$ cat src/logic/matmul_pkg.sv
/*
 * Widths, types and per-lane count helpers for the matmul job controller
 * L must be a nonzero multiple of N*ROWS and of N*COLS, and at most MAX_LEN
 * Counts assume (MAX_LEN/N)^2 fits in 16 bits
 */
package matmul_pkg;

  // Memory word address width
  localparam int ADDR_W = 32;
  // Largest matrix edge the controller handles
  localparam int MAX_LEN = 256;

  typedef logic [ADDR_W-1:0] addr_t;
  // Matrix length, 0 to MAX_LEN
  typedef logic [$clog2(MAX_LEN+1)-1:0] len_t;
  // Items or tiles per lane
  typedef logic [15:0] count_t;

  // Tile strips one lane owns along one side, (L/n)/lanes
  function automatic count_t strips_per_lane(len_t len, int unsigned n, int unsigned lanes);
    return count_t'((len / n) / lanes);
  endfunction

  // Tiles one processor owns, also the writer's completion count
  function automatic count_t tiles_per_lane(len_t len, int unsigned n, int unsigned rows,
                                            int unsigned cols);
    return count_t'(strips_per_lane(len, n, rows) * strips_per_lane(len, n, cols));
  endfunction

  // k strips of n full rows, k*n*L words
  function automatic addr_t lane_offset(len_t len, int unsigned n, int unsigned k);
    return addr_t'(k) * addr_t'(n) * addr_t'(len);
  endfunction

endpackage
$ cat src/logic/job_if.sv
/*
 * Latched job and its status, shared inside the controller
 * Fields are stable while active is high
 */
`timescale 1ns/100ps

interface job_if;
  import matmul_pkg::*;

  // Base addresses of A, B (stored transposed) and C
  addr_t a_addr;
  addr_t b_addr;
  addr_t c_addr;
  // Matrix edge L
  len_t  len;
  // High while a job is in flight
  logic  active;
  // Every writer has reported all its tiles
  logic  all_done;

  modport intake (output a_addr, b_addr, c_addr, len, active, input all_done);
  modport issuer (input a_addr, b_addr, c_addr, len, active);
  modport tracker (input len, active, output all_done);

endinterface

$ cat src/logic/matmul_controller.sv
/*
 * Job controller of the tiled matmul accelerator, top level
 * All lanes are valid/ready, valid holds until its transfer
 * L must be a nonzero multiple of N*ROWS and N*COLS, at most MAX_LEN
 * c_* and cpl_* lane p serves processor p = r*COLS + c
 */
`timescale 1ns/100ps

module matmul_controller #(
  parameter int N    = 4,
  parameter int ROWS = 2,
  parameter int COLS = 2
) (
  input  logic                               clk,
  input  logic                               reset,
  // Job
  input  logic                               job_valid,
  output logic                               job_ready,
  input  matmul_pkg::addr_t                  a_addr,
  input  matmul_pkg::addr_t                  b_addr,
  input  matmul_pkg::addr_t                  c_addr,
  input  matmul_pkg::len_t                   matrix_len,
  output logic                               done,
  // A strips, per processor row
  output logic [ROWS-1:0]                    a_valid,
  input  logic [ROWS-1:0]                    a_ready,
  output matmul_pkg::addr_t [ROWS-1:0]       a_strip_addr,
  output matmul_pkg::count_t [ROWS-1:0]      a_repeats,
  output matmul_pkg::len_t                   a_len,
  // B strips, per processor column
  output logic [COLS-1:0]                    b_valid,
  input  logic [COLS-1:0]                    b_ready,
  output matmul_pkg::addr_t [COLS-1:0]       b_strip_addr,
  output matmul_pkg::len_t                   b_len,
  // C tiles and completions, per processor
  output logic [ROWS*COLS-1:0]               c_valid,
  input  logic [ROWS*COLS-1:0]               c_ready,
  output matmul_pkg::addr_t [ROWS*COLS-1:0]  c_tile_addr,
  input  logic [ROWS*COLS-1:0]               cpl_valid,
  output logic [ROWS*COLS-1:0]               cpl_ready
);

  job_if job_bus ();

  job_intake u_intake (
    .clk, .reset, .job_valid, .job_ready, .a_addr, .b_addr, .c_addr, .matrix_len, .done,
    .job (job_bus.intake)
  );

  a_strip_issuer #(.N(N), .ROWS(ROWS), .COLS(COLS)) u_a_issuer (
    .clk, .reset, .job (job_bus.issuer), .a_valid, .a_ready, .a_strip_addr, .a_repeats, .a_len
  );

  b_strip_issuer #(.N(N), .ROWS(ROWS), .COLS(COLS)) u_b_issuer (
    .clk, .reset, .job (job_bus.issuer), .b_valid, .b_ready, .b_strip_addr, .b_len
  );

  tile_writer_issuer #(.N(N), .ROWS(ROWS), .COLS(COLS)) u_c_issuer (
    .clk, .reset, .job (job_bus.issuer), .c_valid, .c_ready, .c_tile_addr
  );

  completion_tracker #(.ROWS(ROWS), .COLS(COLS), .N(N)) u_tracker (
    .clk, .reset, .job (job_bus.tracker), .cpl_valid, .cpl_ready
  );

endmodule

$ cat src/logic/completion_tracker.sv
/*
 * Completion counting, one counter per C tile writer
 * all_done rises on the cycle of the last completion handshake
 * Counters clear while no job is active
 */
`timescale 1ns/100ps

module completion_tracker #(
  parameter int ROWS = 2,
  parameter int COLS = 2,
  parameter int N    = 4
) (
  input  logic                 clk,
  input  logic                 reset,
  job_if.tracker               job,
  input  logic [ROWS*COLS-1:0] cpl_valid,
  output logic [ROWS*COLS-1:0] cpl_ready
);
  import matmul_pkg::*;

  count_t               total;
  logic [ROWS*COLS-1:0] lane_done;

  // Tiles each writer must report
  assign total = tiles_per_lane(job.len, N, ROWS, COLS);

  for (genvar p = 0; p < ROWS * COLS; p++) begin : g_writer
    count_t count;
    logic   finished;
    logic   hs;
    logic   last;

    assign cpl_ready[p] = job.active && !finished;
    assign hs           = cpl_valid[p] && cpl_ready[p];
    assign last         = (count == total - 1'b1);
    // Counts as done already on its final handshake
    assign lane_done[p] = finished || (hs && last);

    always_ff @(posedge clk) begin
      if (reset || !job.active) begin
        count    <= '0;
        finished <= 1'b0;
      end else if (hs) begin
        count    <= count + 1'b1;
        finished <= last;
      end
    end
  end

  assign job.all_done = &lane_done;

endmodule

$ cat src/logic/tile_writer_issuer.sv
/*
 * C tile addresses, one lane per processor p = r*COLS + c
 * Lane p owns tiles (ii*ROWS + r, jj*COLS + c), walked row by row
 * C tiles are N*N words each, stored tile after tile
 */
`timescale 1ns/100ps

module tile_writer_issuer #(
  parameter int N    = 4,
  parameter int ROWS = 2,
  parameter int COLS = 2
) (
  input  logic                              clk,
  input  logic                              reset,
  job_if.issuer                             job,
  output logic [ROWS*COLS-1:0]              c_valid,
  input  logic [ROWS*COLS-1:0]              c_ready,
  output matmul_pkg::addr_t [ROWS*COLS-1:0] c_tile_addr
);
  import matmul_pkg::*;

  count_t tile_rows;
  count_t tile_cols;
  addr_t  row_step;
  addr_t  tile_step;

  assign tile_rows = strips_per_lane(job.len, N, ROWS);
  assign tile_cols = strips_per_lane(job.len, N, COLS);
  // ROWS tile rows further down
  assign row_step  = lane_offset(job.len, N, ROWS);
  // COLS tiles to the right
  assign tile_step = addr_t'(COLS * N * N);

  for (genvar p = 0; p < ROWS * COLS; p++) begin : g_proc
    localparam int lane_row = p / COLS;
    localparam int lane_col = p % COLS;

    logic   started;
    count_t ii;
    count_t jj;
    addr_t  row_base;
    addr_t  next_addr;
    logic   xfer;
    logic   wrap;

    assign c_valid[p]     = started && (ii != tile_rows);
    assign c_tile_addr[p] = next_addr;
    assign xfer           = c_valid[p] && c_ready[p];
    assign wrap           = (jj == tile_cols - 1'b1);

    always_ff @(posedge clk) begin
      if (reset || !job.active) begin
        started <= 1'b0;
        ii      <= '0;
        jj      <= '0;
      end else if (!started) begin
        started <= 1'b1;
      end else if (xfer) begin
        ii <= wrap ? ii + 1'b1 : ii;
        jj <= wrap ? '0 : jj + 1'b1;
      end
    end

    // Tile (lane_row, lane_col) first, then along its tile row
    always_ff @(posedge clk) begin
      if (job.active && !started) begin
        row_base  <= job.c_addr + lane_offset(job.len, N, lane_row) + addr_t'(lane_col * N * N);
        next_addr <= job.c_addr + lane_offset(job.len, N, lane_row) + addr_t'(lane_col * N * N);
      end else if (xfer && wrap) begin
        row_base  <= row_base + row_step;
        next_addr <= row_base + row_step;
      end else if (xfer) begin
        next_addr <= next_addr + tile_step;
      end
    end
  end

endmodule

$ cat src/logic/b_strip_issuer.sv
/*
 * B strip instructions, one lane per processor column
 * B is stored transposed, so a column strip is contiguous
 * Lane c sweeps its T/COLS strips once per tile row of its processors
 */
`timescale 1ns/100ps

module b_strip_issuer #(
  parameter int N    = 4,
  parameter int ROWS = 2,
  parameter int COLS = 2
) (
  input  logic                         clk,
  input  logic                         reset,
  job_if.issuer                        job,
  output logic [COLS-1:0]              b_valid,
  input  logic [COLS-1:0]              b_ready,
  output matmul_pkg::addr_t [COLS-1:0] b_strip_addr,
  output matmul_pkg::len_t             b_len
);
  import matmul_pkg::*;

  count_t inner;
  addr_t  step;

  // Strips per sweep and distance between strips of one lane
  assign inner = strips_per_lane(job.len, N, COLS);
  assign step  = lane_offset(job.len, N, COLS);
  assign b_len = job.len;

  for (genvar c = 0; c < COLS; c++) begin : g_col
    logic   started;
    count_t remaining;
    count_t jj;
    addr_t  first_addr;
    addr_t  next_addr;
    logic   xfer;
    logic   wrap;

    assign first_addr      = job.b_addr + lane_offset(job.len, N, c);
    assign b_valid[c]      = started && (remaining != '0);
    assign b_strip_addr[c] = next_addr;
    assign xfer            = b_valid[c] && b_ready[c];
    // Last strip of this sweep
    assign wrap            = (jj == inner - 1'b1);

    always_ff @(posedge clk) begin
      if (reset || !job.active) begin
        started   <= 1'b0;
        remaining <= '0;
        jj        <= '0;
      end else if (!started) begin
        started   <= 1'b1;
        remaining <= tiles_per_lane(job.len, N, ROWS, COLS);
        jj        <= '0;
      end else if (xfer) begin
        remaining <= remaining - 1'b1;
        jj        <= wrap ? '0 : jj + 1'b1;
      end
    end

    // Back to the lane's first strip on every wrap
    always_ff @(posedge clk) begin
      if (job.active && !started) begin
        next_addr <= first_addr;
      end else if (xfer) begin
        next_addr <= wrap ? first_addr : next_addr + step;
      end
    end
  end

endmodule

$ cat src/logic/a_strip_issuer.sv
/*
 * A strip instructions, one lane per processor row
 * Lane r walks tile rows r, r+ROWS, ... of row-major A
 * Each strip is reused T/COLS times by its buffer
 */
`timescale 1ns/100ps

module a_strip_issuer #(
  parameter int N    = 4,
  parameter int ROWS = 2,
  parameter int COLS = 2
) (
  input  logic                          clk,
  input  logic                          reset,
  job_if.issuer                         job,
  output logic [ROWS-1:0]               a_valid,
  input  logic [ROWS-1:0]               a_ready,
  output matmul_pkg::addr_t [ROWS-1:0]  a_strip_addr,
  output matmul_pkg::count_t [ROWS-1:0] a_repeats,
  output matmul_pkg::len_t              a_len
);
  import matmul_pkg::*;

  addr_t step;

  // Next strip of a lane lies ROWS strips further down
  assign step  = lane_offset(job.len, N, ROWS);
  assign a_len = job.len;

  for (genvar r = 0; r < ROWS; r++) begin : g_row
    logic   started;
    count_t remaining;
    addr_t  next_addr;
    count_t repeats;

    assign a_valid[r]      = started && (remaining != '0);
    assign a_strip_addr[r] = next_addr;
    assign a_repeats[r]    = repeats;

    // Lane control, loads one cycle after active rises
    always_ff @(posedge clk) begin
      if (reset || !job.active) begin
        started   <= 1'b0;
        remaining <= '0;
      end else if (!started) begin
        started   <= 1'b1;
        remaining <= strips_per_lane(job.len, N, ROWS);
      end else if (a_valid[r] && a_ready[r]) begin
        remaining <= remaining - 1'b1;
      end
    end

    // First strip is tile row r
    always_ff @(posedge clk) begin
      if (job.active && !started) begin
        next_addr <= job.a_addr + lane_offset(job.len, N, r);
        repeats   <= strips_per_lane(job.len, N, COLS);
      end else if (a_valid[r] && a_ready[r]) begin
        next_addr <= next_addr + step;
      end
    end
  end

endmodule

$ cat src/logic/job_intake.sv
/*
 * Job intake, one job at a time
 * L is not checked here
 * done holds until the next job is accepted
 */
`timescale 1ns/100ps

module job_intake (
  input  logic              clk,
  input  logic              reset,
  input  logic              job_valid,
  output logic              job_ready,
  input  matmul_pkg::addr_t a_addr,
  input  matmul_pkg::addr_t b_addr,
  input  matmul_pkg::addr_t c_addr,
  input  matmul_pkg::len_t  matrix_len,
  output logic              done,
  job_if.intake             job
);

  logic accept;

  // Idle controller takes a new job
  assign job_ready = !job.active;
  assign accept    = job_valid && job_ready;

  // Busy and done state
  always_ff @(posedge clk) begin
    if (reset) begin
      job.active <= 1'b0;
      done       <= 1'b0;
    end else if (accept) begin
      job.active <= 1'b1;
      done       <= 1'b0;
    end else if (job.active && job.all_done) begin
      // Last tile written, back to idle
      job.active <= 1'b0;
      done       <= 1'b1;
    end
  end

  // Job fields, held for the whole job
  always_ff @(posedge clk) begin
    if (accept) begin
      job.a_addr <= a_addr;
      job.b_addr <= b_addr;
      job.c_addr <= c_addr;
      job.len    <= matrix_len;
    end
  end

endmodule

$ cat config.mk
export PLATFORM = sky130hd
export DESIGN_NAME = matmul_controller
export DESIGN_NICKNAME = d
export VERILOG_FILES = /design/src/logic/matmul_pkg.sv /design/src/logic/job_if.sv /design/src/logic/matmul_controller.sv /design/src/logic/completion_tracker.sv /design/src/logic/tile_writer_issuer.sv /design/src/logic/b_strip_issuer.sv /design/src/logic/a_strip_issuer.sv /design/src/logic/job_intake.sv
export SDC_FILE = /design/constraint.sdc
export NUM_CORES = 2
export LEC_CHECK = 0
export BUFFER_PORTS_ARGS = -buffer_cell sky130_fd_sc_hd__buf_2
export CAP_MARGIN = 20
export CORE_UTILIZATION = 52
export CTS_CLUSTER_DIAMETER = 150
export DETAILED_ROUTE_END_ITERATION = 10
export PLACE_DENSITY = 0.71
export SKIP_LAST_GASP = 1
export SYNTH_ARGS = -nofsm -noshare
export SYNTH_HDL_FRONTEND = slang
export SYNTH_SLANG_ARGS = --single-unit
$ cat constraint.sdc
create_clock -name clk -period 17.6 [get_ports clk]
set_input_delay 3.52 -clock clk [delete_from_list [all_inputs] [get_ports clk]]
set_output_delay 3.52 -clock clk [all_outputs]
set_load 0.02 [all_outputs]
==> flow_metrics.py <==
metrics = {
    "status": {
        "outcome": "finished, final reports clean",
    },
    "yosys": {
        "synth.largest_area_cell": "edfxtp_1",
        "seq_area_frac_synth_pct": 45.5,
        "syn_inst": 4783,
        "netlist_top_cells_count": "nor2_1 (535), edfxtp_1 (485), nand2_1 (484)",
        "synth_top_area_share_pct": 32.4,
        "synth_async_sr_flop_share_pct": 0,
        "synth-edff-count": 485,
        "synth_area_per_cell_um2": 9.41,
        "synth_top_flop_cell": "edfxtp_1",
        "synth_cell_types": 83,
        "synthesis.area_um2": 45000,
        "synth_most_common_cell": "nor2_1",
        "synth_area_leaders": "edfxtp_1 (32%), dfxtp_1 (13%), xor2_1 (7.1%), xnor2_1 (7.1%), nor2_1 (4.5%)",
        "ys_seq_elements": 780,
        "ys.warnings.count": 0,
    },
    "sta": {
        "hold_violations": 0,
        "fmax_mhz": 158,
        "worst-slew-pin-transition_ps": 1160,
        "setup_viol": 0,
        "slew_violations": 0,
        "finalSetupTns_ps": 0,
        "post-route-period-util_pct": 36.0,
        "setup_ws_ps": 11260,
        "rsz0062_at_grt": "no",
        "clock_skew_ps": 39.6,
        "slew_headroom_pct": 21.5,
        "finalCriticalPeriod_ps": 6340,
    },
    "power": {
        "p_clk_share_pct": 37.0,
        "power_switching_w": 0.00148,
        "pwr-share-seq_pct": 44.3,
        "irDropWorstVdd_mv": 0.0751,
        "combPwrFrac_pct": 18.7,
        "leakagePower_nw": 19.1,
        "p_per_area_nw_per_um2": 97.9,
        "p_int_w": 0.00351,
        "swShare_pct": 29.7,
    },
    "die": {
        "die_area_um2": 87700,
        "die_h_um": 296,
        "die_w_um": 296,
        "ioPinCount": 440,
        "start_util_pct": 52.7,
        "rows": 107,
        "core_area_um2": 85400,
    },
    "clocking": {
        "clock_path_buffers": 3,
        "cts.sinks": 780,
        "postCtsSetupRepairBufs": 0,
        "htree_levels": 3,
        "cts_resized": 0,
        "path_clk_slew_ps": 60,
        "cts_hold_buf": 0,
        "cts_tree": "built",
        "cts-buffers-inserted": 87,
        "clock_latency_ps": 670,
        "cts-root-buf": "clkbuf_16",
    },
    "global_route": {
        "grt_usage_pct": 28.4,
        "first_global_vias": 34300,
        "grt_start_max_net_pins": 85,
        "antenna_found_initial": 15,
        "grt_pass1_wl_mm": 194,
        "grt_remaining_overflow": 0,
    },
    "route": {
        "wl_mm": 128,
        "vias": 36700,
        "wl_per_cell_um": 20.1,
        "ant_nets": 0,
        "dr.pass1.iters": 7,
        "viasPerCell": 5.75,
        "drc_errors": 0,
        "drtIter0Drc": 3182,
    },
    "cells_and_area": {
        "fin_nets": 5431,
        "finalCoreUtilization_pct": 59.7,
        "seq_area_um2": 20500,
        "area_growth_pct": 13.3,
        "final_cells": 6380,
        "drive_above_1_share_pct": 12.5,
        "fin_area_um2": 51000,
        "n_fill_cell": 7356,
        "multi_input_area_um2": 23100,
    },
    "place": {
        "io_buffer_count": 419,
        "dp_hpwl_mm": 92.3,
        "dp_cells": 6206,
        "place_ws_ps": 11250,
        "placedInstanceArea_um2": 48100,
        "gp_congestion": 0.948,
    },
    "critical_path": {
        "critPathKind": "reg2out",
        "crit_fanout": 6,
        "cp.required_ps": 14080,
        "cp_data_arrival_time_ps": 2820,
        "crit_family": "simple AND/OR/NAND/NOR gates",
        "cpPeakStageDelay_ps": 510,
        "crit_buf_inv": 1,
        "critPathLaunchType": "flip-flop",
        "cp-end-kind": "output port",
        "slowest_stage": "or4_1",
        "path_cells": "or3_1 > or4_1 > nor4_1 > a21oi_1 > buf_2",
    },
    "job": {
        "cap_viol_max_count": 0,
    },
    "min_path": {
        "hp-class": "reg2reg",
    },
}
[layout make-up]
type	instances	share of cell area, %
Antenna cell	14	0.0687
Clock buffer	130	5.04
Clock inverter	29	0.606
Inverter	161	1.20
Multi-Input combinational cell	3658	45.3
Sequential cell	780	40.1
Tap cell	1144	2.81
Timing Repair Buffer	464	4.81
[cell families after synthesis]
family / after synthesis / synth area share, %
multiplexers: 61 / 1.37
XOR/XNOR: 734 / 14.4
flip-flops: 780 / 45.5
AND/OR/NAND/NOR: 1869 / 20.0
buffers and inverters: 364 / 3.39
AO/OA/AOI/OAI: 815 / 10.6
adder cells (fa/ha/maj): 159 / 4.74
other: 1 / 0.00833
[final timing paths]
kind	cells past startpoint	slack [ps]	end	from
min	2	480	u_a_issuer.g_row[0].remaining[4]	u_a_issuer.g_row[0].remaining[4]
max	5	11260	b_valid[1]	u_b_issuer.g_col[1].remaining[4]
min reg2reg	2	480	u_a_issuer.g_row[0].remaining[4]	u_a_issuer.g_row[0].remaining[4]
max reg2reg	20	11570	u_intake.job.active	u_intake.job.len[7]
[power groups by stage]
| stage | clock (W) | sequential (W) | combinational, W |
|---|---|---|---|
| final | 0.00185 | 0.00221 | 0.000933 |
| after global routing | 0.00193 | 0.00222 | 0.00102 |
| after CTS | 0.00186 | 0.00221 | 0.000926 |
| after detailed placement | 0 | 0.00224 | 0.000917 |
| after global placement | 0 | 0.00224 | 0.000901 |
| after floorplan | 0 | 0.00228 | 0.000585 |
[state kept, by name, summed over array words and instances, names as in the netlist, 4 cells and up]
name / count
u_intake.job.b_addr: 32
u_c_issuer.g_proc.next_addr: 128
u_a_issuer.g_row.next_addr: 62
u_intake.job.a_addr: 32
u_c_issuer.g_proc.ii: 64
u_intake.job.len: 9
u_b_issuer.g_col.next_addr: 64
u_tracker.g_writer.count: 64
u_b_issuer.g_col.remaining: 32
u_tracker.g_writer.finished: 4
u_intake.job.c_addr: 32
u_a_issuer.g_row.remaining: 32
u_b_issuer.g_col.jj: 32
u_c_issuer.g_proc.jj: 64
u_c_issuer.g_proc.row_base: 120
u_a_issuer.g_row.repeats: 6
[cells in the final DEF (no fill, tap or decap), drive strengths merged, types with 20 or more instances in the layout]
master,Yosys,final
nand4,111,111
dfxtp,295,295
o21ai,314,314
or2,22,22
nand2,484,484
and4,37,37
mux2i,57,57
o21a,20,20
a31oi,35,35
nor2,535,535
and2,51,51
inv,160,164
clkbuf,136,130
nor3,73,73
nor4,49,49
ha,140,140
or3,64,64
buf,67,464
a21o,40,40
nor2b,38,38
xnor2,368,368
edfxtp,485,485
conb,1,20
a21oi,235,235
and3,111,111
o211ai,34,34
xor2,366,366
nand3,224,224
[routing by layer]
| metal | share of wire [%] | up-vias | GRT usage (%) |
|---|---|---|---|
| li1 | - | 17600 | - |
| met1 | 42 | 17500 | 37.0 |
| met2 | 48 | 1352 | 47.4 |
| met3 | 6.9 | 268 | 4.25 |
| met4 | 3.6 | 2 | 10.8 |
| met5 | 0.010 | - | 0 |
[tightest hold or removal path: stages, from the launching register on]
cell	delay, ps
dfxtp_1	310
nand2_1	60
a31oi_1	70
[per-stage QoR]
step	hold WS, ps	power (W)
after floorplan	449	0.00287
after global placement	466	0.00314
after detailed placement	474	0.00316
after CTS	488	0.00500
after global routing	511	0.00517
final	484	0.00499
Power figures use the tool's default switching activity.
